[src/hdl/trace_pkg.sv]
package trace_pkg;

    //////////////////////////////
    // Pipeline shape
    //////////////////////////////
    localparam int NUM_STAGES = 5;     // Fetch through write-back

    // Stage indices, also the element index in every per-stage array
    localparam int STG_FETCH   = 0;
    localparam int STG_DECODE  = 1;
    localparam int STG_EXECUTE = 2;
    localparam int STG_MEMORY  = 3;
    localparam int STG_WB      = 4;

    // Only fetch holds a live instruction right after reset
    localparam logic [NUM_STAGES-1:0] VALID_AT_RST = NUM_STAGES'(1) << STG_FETCH;

    //////////////////////////////
    // Field widths
    //////////////////////////////
    localparam int TAG_W   = 4;        // Tag wraps at 16
    localparam int EVT_W   = 8;        // Per-stage event code
    localparam int HOLD_W  = 3;        // Cycles spent in one stage
    localparam int CYCLE_W = 32;       // Cycle number since reset

    // One bank entry per possible tag
    localparam int TAG_DEPTH = 1 << TAG_W;

    // Hold count sticks here once reached
    localparam int HOLD_MAX = 7;

    //////////////////////////////
    // Types
    //////////////////////////////

    // Instruction tag, given out at fetch
    typedef logic [TAG_W-1:0] tag_t;

    // Event code a stage reports every cycle
    typedef logic [EVT_W-1:0] event_code_t;

    // Saturating count of cycles in a stage
    typedef logic [HOLD_W-1:0] hold_cnt_t;

    // Free running cycle number
    typedef logic [CYCLE_W-1:0] cycle_t;

endpackage
[src/hdl/pipeline_trace_unit.sv]
`timescale 1ns/100ps

module pipeline_trace_unit import trace_pkg::*; (
    input  logic                          clk,
    input  logic                          rst_n,
    input  logic                          stall,       // Pipeline stall level
    input  event_code_t [NUM_STAGES-1:0]  stage_evt,   // One code per stage, every cycle
    output logic                          done,        // Retirement pulse
    output tag_t                          done_tag,
    output event_code_t [NUM_STAGES-1:0]  done_evt,
    output hold_cnt_t   [NUM_STAGES-1:0]  done_hold,
    output cycle_t                        done_cycle
);

    //////////////////////////////
    // Internal wiring
    //////////////////////////////
    logic        [NUM_STAGES-1:0] stage_valid;   // From tracker
    tag_t        [NUM_STAGES-1:0] stage_tag;     // From tracker
    tag_t                         rd_tag;        // Write-back tag to all banks
    event_code_t [NUM_STAGES-1:0] bank_evt;      // Bank read data
    hold_cnt_t   [NUM_STAGES-1:0] bank_hold;

    // Tags and valid flags through the stages
    pipeline_tag_tracker u_tracker (
        .clk         (clk),
        .rst_n       (rst_n),
        .stall       (stall),
        .stage_valid (stage_valid),
        .stage_tag   (stage_tag)
    );

    // One record bank per stage
    for (genvar i = 0; i < NUM_STAGES; i++) begin : gen_bank
        stage_record_bank u_bank (
            .clk      (clk),
            .rst_n    (rst_n),
            .wr_valid (stage_valid[i]),
            .wr_tag   (stage_tag[i]),
            .wr_evt   (stage_evt[i]),
            .rd_tag   (rd_tag),
            .rd_evt   (bank_evt[i]),
            .rd_hold  (bank_hold[i])
        );
    end

    // Gathers the banks into one record at write-back
    retire_reporter u_reporter (
        .clk        (clk),
        .rst_n      (rst_n),
        .wb_valid   (stage_valid[STG_WB]),
        .wb_tag     (stage_tag[STG_WB]),
        .bank_evt   (bank_evt),
        .bank_hold  (bank_hold),
        .rd_tag     (rd_tag),
        .done       (done),
        .done_tag   (done_tag),
        .done_evt   (done_evt),
        .done_hold  (done_hold),
        .done_cycle (done_cycle)
    );

endmodule

[src/hdl/retire_reporter.sv]
`timescale 1ns/100ps

module retire_reporter import trace_pkg::*; (
    input  logic                          clk,
    input  logic                          rst_n,
    input  logic                          wb_valid,    // Write-back holds an instruction
    input  tag_t                          wb_tag,      // Its tag
    input  event_code_t [NUM_STAGES-1:0]  bank_evt,    // Codes read at rd_tag
    input  hold_cnt_t   [NUM_STAGES-1:0]  bank_hold,   // Counts read at rd_tag
    output tag_t                          rd_tag,      // Shared bank read address
    output logic                          done,        // One pulse per retirement
    output tag_t                          done_tag,
    output event_code_t [NUM_STAGES-1:0]  done_evt,
    output hold_cnt_t   [NUM_STAGES-1:0]  done_hold,
    output cycle_t                        done_cycle
);

    //////////////////////////////
    // Cycle counter
    //////////////////////////////
    cycle_t cycle_cnt;                   // Number of the current cycle

    // Reads 0 in the first cycle after reset
    always_ff @(posedge clk) begin
        if (!rst_n) begin
            cycle_cnt <= '0;
        end else begin
            cycle_cnt <= cycle_cnt + cycle_t'(1);
        end
    end

    //////////////////////////////
    // Bank lookup
    //////////////////////////////

    // Every bank is read at the retiring tag.
    // The write-back bank forwards its own write, so the
    // record includes the code of this very cycle.
    assign rd_tag = wb_tag;

    //////////////////////////////
    // Retirement record
    //////////////////////////////

    // Pulse follows each valid write-back cycle
    always_ff @(posedge clk) begin
        if (!rst_n) begin
            done <= 1'b0;
        end else begin
            done <= wb_valid;
        end
    end

    // Record fields only change on a retirement
    always_ff @(posedge clk) begin
        if (wb_valid) begin
            done_tag   <= wb_tag;
            done_evt   <= bank_evt;          // Fetch code in element 0
            done_hold  <= bank_hold;         // Same ordering as the codes
            done_cycle <= cycle_cnt;         // Write-back cycle, not the pulse cycle
        end
    end

endmodule

[src/hdl/stage_record_bank.sv]
`timescale 1ns/100ps

module stage_record_bank import trace_pkg::*; (
    input  logic        clk,
    input  logic        rst_n,
    input  logic        wr_valid,   // Stage holds a live instruction
    input  tag_t        wr_tag,     // Tag of that instruction
    input  event_code_t wr_evt,     // Event code of this cycle
    input  tag_t        rd_tag,     // Lookup address from the reporter
    output event_code_t rd_evt,
    output hold_cnt_t   rd_hold
);

    //////////////////////////////
    // Storage
    //////////////////////////////
    event_code_t mem_evt  [TAG_DEPTH];  // Latest code per tag
    hold_cnt_t   mem_hold [TAG_DEPTH];  // Cycles per tag in this stage

    logic      prev_valid;               // Stage was live last cycle
    tag_t      prev_tag;                 // Tag it held last cycle
    hold_cnt_t cur_hold;                 // Count stored for the tag now in the stage
    hold_cnt_t wr_hold;                  // Count to store this cycle

    // Last cycle's occupant, to tell a new arrival from a held one
    always_ff @(posedge clk) begin
        if (!rst_n) begin
            prev_valid <= 1'b0;
        end else begin
            prev_valid <= wr_valid;
        end
    end

    always_ff @(posedge clk) begin
        prev_tag <= wr_tag;              // Stage tag one cycle late
    end

    assign cur_hold = mem_hold[wr_tag];

    // New occupant restarts at 1 and a held one counts on up to the cap
    always_comb begin
        if (!prev_valid || (prev_tag != wr_tag)) begin
            wr_hold = hold_cnt_t'(1);
        end else if (cur_hold == hold_cnt_t'(HOLD_MAX)) begin
            wr_hold = cur_hold;          // Saturated
        end else begin
            wr_hold = cur_hold + hold_cnt_t'(1);
        end
    end

    // Latest write wins
    always_ff @(posedge clk) begin
        if (wr_valid) begin
            mem_evt[wr_tag]  <= wr_evt;
            mem_hold[wr_tag] <= wr_hold;
        end
    end

    //////////////////////////////
    // Read port
    //////////////////////////////

    // A write to the same tag this cycle is forwarded
    assign rd_evt  = (wr_valid && (wr_tag == rd_tag)) ? wr_evt  : mem_evt[rd_tag];
    assign rd_hold = (wr_valid && (wr_tag == rd_tag)) ? wr_hold : mem_hold[rd_tag];

endmodule

[src/hdl/pipeline_tag_tracker.sv]
`timescale 1ns/100ps

module pipeline_tag_tracker import trace_pkg::*; (
    input  logic                        clk,
    input  logic                        rst_n,
    input  logic                        stall,        // Holds fetch and decode
    output logic [NUM_STAGES-1:0]       stage_valid,  // Stage holds a live instruction
    output tag_t [NUM_STAGES-1:0]       stage_tag     // Tag of that instruction
);

    //////////////////////////////
    // Tag pipeline
    //////////////////////////////

    // The fetch tag register doubles as the tag counter.
    // It steps by one on every advancing fetch and wraps at TAG_DEPTH.
    always_ff @(posedge clk) begin
        if (!rst_n) begin
            stage_tag <= '0;                                       // First fetch gets tag 0
        end else begin
            if (!stall) begin
                stage_tag[STG_FETCH]  <= stage_tag[STG_FETCH] + tag_t'(1); // Next tag
                stage_tag[STG_DECODE] <= stage_tag[STG_FETCH];     // Fetch moves on
            end

            // Execute copies decode every cycle
            // On a stall the copy is a bubble, its valid flag is low
            stage_tag[STG_EXECUTE] <= stage_tag[STG_DECODE];

            // Back half never stops
            stage_tag[STG_MEMORY] <= stage_tag[STG_EXECUTE];
            stage_tag[STG_WB]     <= stage_tag[STG_MEMORY];
        end
    end

    //////////////////////////////
    // Valid pipeline
    //////////////////////////////

    always_ff @(posedge clk) begin
        if (!rst_n) begin
            stage_valid <= VALID_AT_RST;                           // Fetch live, rest empty
        end else begin
            // Fetch always has an instruction in flight
            stage_valid[STG_FETCH] <= 1'b1;

            if (stall) begin
                // Decode keeps its flag, execute takes a bubble
                stage_valid[STG_EXECUTE] <= 1'b0;
            end else begin
                stage_valid[STG_DECODE]  <= stage_valid[STG_FETCH];
                stage_valid[STG_EXECUTE] <= stage_valid[STG_DECODE];
            end

            // Memory and write-back keep draining during a stall
            stage_valid[STG_MEMORY] <= stage_valid[STG_EXECUTE];
            stage_valid[STG_WB]     <= stage_valid[STG_MEMORY];
        end
    end

endmodule

[config.mk]
export PLATFORM = sky130hd
export DESIGN_NAME = pipeline_trace_unit
export DESIGN_NICKNAME = d
export VERILOG_FILES = /design/src/hdl/trace_pkg.sv /design/src/hdl/pipeline_trace_unit.sv /design/src/hdl/retire_reporter.sv /design/src/hdl/stage_record_bank.sv /design/src/hdl/pipeline_tag_tracker.sv
export SDC_FILE = /design/constraint.sdc
export NUM_CORES = 1
export LEC_CHECK = 0
export ABC_AREA = 1
export ABC_CLOCK_PERIOD_IN_PS = 5100
export BUFFER_PORTS_ARGS = -buffer_cell sky130_fd_sc_hd__buf_2
export CAP_MARGIN = 20
export CORE_MARGIN = 2
export CORE_UTILIZATION = 45
export CTS_CLUSTER_SIZE = 30
export DETAILED_ROUTE_END_ITERATION = 10
export GPL_TIMING_DRIVEN = 0
export PLACE_DENSITY_LB_ADDON = 0.05
export SLEW_MARGIN = 20
export SYNTH_ARGS = -nofsm -noshare
export SYNTH_HDL_FRONTEND = slang
export SYNTH_HIERARCHICAL = 1
export SYNTH_SLANG_ARGS = --single-unit
[constraint.sdc]
create_clock -name clk -period 5.1 [get_ports clk]
set_input_delay 1.02 -clock clk [delete_from_list [all_inputs] [get_ports clk]]
set_output_delay 1.02 -clock clk [all_outputs]
set_load 0.05 [all_outputs]
==> qor.yml, run 1 <==
power_and_ir_drop:
  p_per_area_mw_per_mm2: 358
  switchingPower_mw: 3.98
  pwr-share-comb_pct: 4.3
  seq_power_share_pct: 51.9
  total_leakage_power_nw: 18.3
  clkPwrFrac_pct: 43.9
  p_sw_share_pct: 21.7
  vdd_drop_max_v: 0.000285
  p_int_mw: 14.4
yosys:
  synth.ff_latch_count: 1053
  synth_edf_count: 971
  ys_types: 40
  synth_area_leader_cell: "edfxtp_1"
  async_flop_share_pct: 0
  synth_top_cell_area_share_pct: 64.8
  ys_warn_count: 6
  syn_avg_cell_area_um2: 10.9
  seq_area_frac_synth_pct: 68.5
  syn_area_mm2: 0.0450
  yosys-top-cells-area: "edfxtp_1 (65%), nor2_1 (7.1%), nand2_1 (6.7%)"
  synthesis.nets: 4175
  synthFlopType: "edfxtp_1"
  syn-instance-count: 4125
global_route:
  grt_pass1_vias: 30100
  grt_use_total_pct: 24.6
  antenna_found_initial: 4
  overflow: 0
  grt_pass1_wl_mm: 190
  grt_max_degree: 46
setup_path:
  reg2reg_depth: 9
  worstReg2RegEnd: "u_reporter/done_hold[11]"
  crit_type: "reg -> reg"
  ff2ff_setup_slack_ns: 1.90
  worstSetupEndpoint: "u_reporter/done_hold[11]"
  crit_required_ns: 5.51
  cp_data_arrival_time_ns: 3.61
  crit_path_end_kind: "register"
  crit_path_start_kind: "register"
  reg2reg_from: "u_tracker/stage_tag[16]"
  worstSetupStartpoint: "u_tracker/stage_tag[16]"
  cp_max_fo: 30
timing:
  max_slew_margin_pct: 19.3
  finClkSkew_ns: 0.0198
  whs_ns: 0.395
  post-route-period-util_pct: 62.7
  finalSetupViolCount: 0
  grt_setup_unrepaired: "false"
  hold_violations: 0
  timing.fmax_ghz: 0.313
  tightest_slew_ns: 1.21
  final_max_slew_viol_count: 0
  finalCriticalPeriod_ns: 3.20
  fin_tns_setup_ns: 0
clocking:
  post_cts_buffers: 0
  cts_hold_buffers: 0
  clock-root-buffer: "clkbuf_16"
  cts_buffers: 113
  cts_resized: 0
  cts_sinks: 1053
  tritoncts: "built"
  clkTransAtPathRegs_ns: 0.06
  clock_latency_ns: 0.71
  clock_path_buffers: 3
  h-tree-depth: 3
drt:
  highest_layer: "met5"
  drtIter0Drc: 3202
  met1_length_mm: 54.8
  routed_wl_mm: 127
  firstDrtPassIters: 6
  wl_met2_mm: 60.8
  drt-vias-per-instance: 5.48
  ant_nets: 0
  met3_length_mm: 7.87
  drcViolationCount: 0
  vias: 31600
  avgRoutedWirePerCell_um: 22.1
final_layout:
  fin_nets: 4432
  synthToLayoutAreaGrowth_pct: 13.9
  antenna_cells: 0
  ff_latch_area_mm2: 0.0308
  fill_cells: 8757
  finalCoreUtilization_pct: 51.9
  final_cells: 5767
  multi_input_area_mm2: 0.0125
  final_cell_mix: "edfxtp_1 (971), nand2_1 (803), nor2_1 (785)"
  drive_gt1_share_pct: 13.0
  final_common_cell: "edfxtp_1"
placed_design:
  dp_hpwl_mm: 82.9
  port_buffers: 134
  gp_congestion: 0.933
  dp.cells: 5553
floorplanning:
  die_h_um: 320
  die_area_mm2: 0.102
  fp.coreArea_mm2: 0.0987
  ios: 135
  start_util_pct: 45.6
  fp-row-count: 115
  die_w_um: 320
worst_hold_path:
  min_path_type: "reg -> reg"
status:
  status: "finished clean"
flow_run:
  drv_cap: 0
## power by group through the flow
stage | logic (mW) | clock network [mW] | registers, mW
floorplan | 0.416 | 0 | 9.72
global placement | 0.763 | 0 | 9.70
detailed placement | 0.778 | 0 | 9.70
CTS | 0.780 | 8.23 | 9.52
global route | 0.861 | 8.59 | 9.52
finish | 0.784 | 8.05 | 9.52
## per-stage QoR
stage | total power [mW] | worst slack [ns] | area, um^2
floorplan | 10.1 | 1.30 | 45000
global placement | 10.5 | -1.40 | 47300
detailed placement | 10.5 | 1.94 | 47500
CTS | 18.5 | 1.93 | 51200
global route | 19.0 | 1.77 | 51200
finish | 18.3 | 1.90 | 51200
## cells by family after synthesis
group                    count (synthesis)  synth area share, %
AND/OR/NAND/NOR                       1834                 16.1
AO/OA/AOI/OAI                          841                 10.8
adder cells (fa/ha/maj)                  7                0.195
other                                    1              0.00834
multiplexers                            10                0.223
buffers and inverters                  372                 4.02
XOR/XNOR                                 7                0.136
flip-flops                            1053                 68.5
## cell type report
cell class / instances / share of cell area [%]
sequential: 1053 / 60.2
multi-input combinational: 2700 / 24.5
clock inverter: 61 / 1.08
clock buffer: 152 / 6.09
tap: 1287 / 3.14
timing repair buffer: 142 / 1.52
inverter: 148 / 1.11
buffer: 224 / 2.42
## flip-flops by register name, summed over array words and instances, names as in the netlist
register	flops
u_reporter/cycle_cnt	32
gen_bank.u_bank/mem_evt	640
gen_bank.u_bank/mem_hold	240
gen_bank.u_bank/prev_valid	5
u_tracker/stage_valid	4
gen_bank.u_bank/prev_tag	20
u_reporter/done_cycle	32
u_reporter/done_evt	40
u_tracker/stage_tag	20
u_reporter/done_hold	15
u_reporter/done_tag	4
u_reporter/done	1
## cell usage after synthesis (all sizes together) (7+ instances only)
master / number
clkbuf: 67
o21a: 7
nand2: 812
dfxtp: 82
nand3: 127
o22ai: 25
o211ai: 180
a31oi: 40
buf: 157
inv: 147
a21oi: 48
mux2i: 10
o21ai: 535
nor2: 876
ha: 7
edfxtp: 971
## critical path, cell delays in order (launching register included)
cell and delay [ns]:
dfxtp_1 0.62, buf_4 0.65, inv_2 0.26, clkbuf_1 0.36
o21ai_0 0.23, o21ai_0 0.14, o21ai_0 0.29, o22ai_1 0.13
nand2_1 0.08, nand2_1 0.13
## worst min path at each step
stage                            startpoint                              to  slack, ns  cells after the start
floorplan            u_tracker/stage_tag[9]  gen_bank[2].u_bank/prev_tag[1]       0.36                      0
global placement     u_tracker/stage_tag[9]  gen_bank[2].u_bank/prev_tag[1]       0.38                      0
detailed placement   u_tracker/stage_tag[9]  gen_bank[2].u_bank/prev_tag[1]       0.39                      0
CTS                  u_tracker/stage_tag[9]  gen_bank[2].u_bank/prev_tag[1]       0.40                      0
global route        u_tracker/stage_tag[13]  gen_bank[3].u_bank/prev_tag[1]       0.40                      0
finish               u_tracker/stage_tag[9]  gen_bank[2].u_bank/prev_tag[1]       0.39                      0
## metal layers
| metal | global-route usage (%) | vias to the layer above |
|---|---|---|
| met1 | 33.4 | 15300 |
| li1 | - | 15000 |
| met5 | 0 | - |
| met4 | 8.57 | 2 |
| met2 | 40.7 | 1117 |
| met3 | 3.21 | 222 |
(Power assumes the default switching activity.)
==> inputs of run 2 (changes only) <==
Settings changed: ABC_CLOCK_PERIOD_IN_PS 5100 to 3100.
Clock period 5.1 ns to 3.1 ns, I/O delays scaled along.
==> run 2 against run 1 <==
Effect of this change: register-to-register slack worse by 1.8 ns; non-clock buffer count grew 5; critical endpoint is now u_reporter/done_hold[8]; setup slack worse by 1.8 ns; largest cell class unchanged; die area is the same.
==> qor.yml, run 2 (synthesized netlist as in run 1, its figures left out) <==
drt:
  drt-vias-per-instance: 5.47  # -0.27%
  avgRoutedWirePerCell_um: 22.2  # +0.48%
  highest_layer: "met5"
  met3_length_mm: 7.79  # -1.0%
  wl_met2_mm: 61.9  # +1.8%
  drcViolationCount: 0  # unchanged
  firstDrtPassIters: 6  # unchanged
  ant_nets: 0  # unchanged
  met1_length_mm: 55.0  # +0.45%
  routed_wl_mm: 128  # +0.42%
  drtIter0Drc: 3100  # -3.2%
  vias: 31500  # -0.32%
setup_path:
  crit_path_start_kind: "register"
  cp_slowest_cell: "dfxtp_1"
  reg2reg_from: "u_tracker/stage_tag[19]"
  crit_type: "reg -> reg"
  cp_max_fo: 15  # -50%
  crit_path_end_kind: "register"
  worstReg2RegEnd: "u_reporter/done_hold[8]"
  crit_required_ns: 3.63  # -1.88 ns
  worstPathCellList: "buf_4 > clkbuf_1 > clkbuf_1 > o21ai_0 > o22ai_1 > nand2_1 > nand2_1"
  critPathMaxStageDelay_ns: 0.64  # about the same
  reg2reg_depth: 7  # -2
  ff2ff_setup_slack_ns: 0.09  # -1.81 ns
  cp_data_arrival_time_ns: 3.54  # -0.07 ns
timing:
  post-route-period-util_pct: 96.9  # +34 points
  max_slew_margin_pct: 23.8  # +4.4 points
  timing.fmax_ghz: 0.333  # +6.5%
  finalSetupViolCount: 0  # unchanged
  grt_setup_unrepaired: "false"
  hold_violations: 0  # unchanged
  final_max_slew_viol_count: 0  # unchanged
  finClkSkew_ns: 0.0252  # +0.00536 ns
  finalCriticalPeriod_ns: 3.01  # -0.194 ns
  tightest_slew_ns: 1.14  # -0.0663 ns
global_route:
  grt_max_degree: 53  # +15%
  antenna_found_initial: 2  # -2
  grt_pass1_vias: 30000  # -0.50%
  overflow: 0  # unchanged
  grt_use_total_pct: 24.6  # about the same
  grt_pass1_wl_mm: 189  # -0.41%
worst_hold_path:
  min_to: "u_tracker/stage_tag[1]"
  whs_path_depth: 2  # +2
  hold_path.startpoint: "stall"
  min_path_type: "in -> reg"
power_and_ir_drop:
  pwr-share-comb_pct: 4.3  # about the same
  p_int_mw: 23.4  # +63%
  p_per_area_mw_per_mm2: 585  # +63%
  switchingPower_mw: 6.51  # +64%
  seq_power_share_pct: 52.3  # +0.4 points
  clkPwrFrac_pct: 43.4  # -0.5 points
  total_leakage_power_nw: 18.3  # about the same
  vdd_drop_max_v: 0.000467  # +64%
  p_sw_share_pct: 21.8  # +0.049 points
clocking:
  h-tree-depth: 3  # unchanged
  post_cts_buffers: 0  # unchanged
  clock_path_buffers: 3  # unchanged
  clkTransAtPathRegs_ns: 0.06  # about the same
  tritoncts: "built"
  clock_latency_ns: 0.70  # about the same
  cts_sinks: 1053  # unchanged
  clock-root-buffer: "clkbuf_16"
  cts_buffers: 113  # unchanged
final_layout:
  finalCoreUtilization_pct: 51.8  # about the same
  finalInstanceArea_mm2: 0.0512  # about the same
  antenna_cells: 0  # unchanged
  largest_reg_flops: 640  # unchanged
  largest-register: "gen_bank.u_bank/mem_evt"
  final_cell_mix: "edfxtp_1 (971), nand2_1 (803), nor2_1 (785)"
  synthToLayoutAreaGrowth_pct: 13.8  # about the same
  drive_gt1_share_pct: 13.4  # +0.34 points
  reg_top3: "gen_bank.u_bank/mem_evt x640, gen_bank.u_bank/mem_hold x240, u_reporter/done_evt x40"
  fin_nets: 4437  # +0.11%
  final_common_cell: "edfxtp_1"
flow_run:
  drv_cap: 0  # unchanged
floorplanning:
  die_h_um: 320  # unchanged
  start_util_pct: 45.6  # unchanged
  fp-row-count: 115  # unchanged
  die_w_um: 320  # unchanged
  die_area_mm2: 0.102  # unchanged
  ios: 135  # unchanged
  fp.coreArea_mm2: 0.0987  # unchanged
placed_design:
  dp_hpwl_mm: 83.2  # +0.30%
  post_dp_cell_area_mm2: 0.0475  # about the same
  gp_congestion: 0.921  # -1.3%
  port_buffers: 134  # unchanged
status:
  status: "finished clean"
[run 2: how the worst max path moves through the flow]
stage,from,end
finish,u_tracker/stage_tag[19],u_reporter/done_hold[8]
global route,u_tracker/stage_tag[19],u_reporter/done_hold[8]
CTS,u_tracker/stage_tag[16],u_reporter/done_hold[12]
detailed placement,u_tracker/stage_tag[16],u_reporter/done_hold[8]
global placement,u_tracker/stage_valid[4],gen_bank[4].u_bank/mem_evt[0][7]
floorplan,u_tracker/stage_valid[4],gen_bank[4].u_bank/mem_evt[11][0]
[run 2: layout make-up]
type / instances / area [um^2]
flip-flops and latches: 1053 / 30800
well taps: 1287 / 1610
clock buffers: 150 / 3060
multi-input cells: 2700 / 12600
inverters: 148 / 568
fillers: 8779 / 47500
repair buffers: 147 / 823
plain buffers: 224 / 1240
clock inverters: 55 / 492
[run 2: through the flow]
step	TNS (ns)	total power, mW	std cells	hold slack (ns)	setup slack (ns)
global placement	-228.45	17.2	5546	0.382	-1.37
CTS	0	30.2	5759	0.163	0.000728
finish	0	29.9	5764	0.214	0.0946
floorplan	0	16.7	4125	0.364	0.427
detailed placement	-0.0996	17.2	5554	0.384	-0.0553
global route	0	30.9	5764	0.185	0.0234
[run 2: per-layer routing]
layer / up-vias / global-route usage [%]
li1: 14900 / -
met1: 15300 / 33.5
met2: 1101 / 41.5
met3: 194 / 3.21
met4: 2 / 6.65
met5: - / 0
[run 2: what timing repair did]
action	in CTS	in global routing
cloned	0	0
hold buffers	0	0
resized for setup	1	7
endpoints found under the setup margin	3	23
[run 2: power by group through the flow]
stage / sequential, mW / clock [mW] / combinational, mW
after floorplan: 16.0 / 0 / 0.685
after global placement: 16.0 / 0 / 1.26
after detailed placement: 16.0 / 0 / 1.29
after CTS: 15.7 / 13.3 / 1.29
after global routing: 15.7 / 13.8 / 1.42
final: 15.7 / 13.0 / 1.30
[run 2: critical path, delay by kind of cell, from the launching register on]
kind / cells / cell delay (ns)
buffers and inverters: 3 / 1.51
AOI/OAI and AO/OA: 2 / 0.49
DFF: 1 / 0.64
and+or+nand+nor: 2 / 0.20
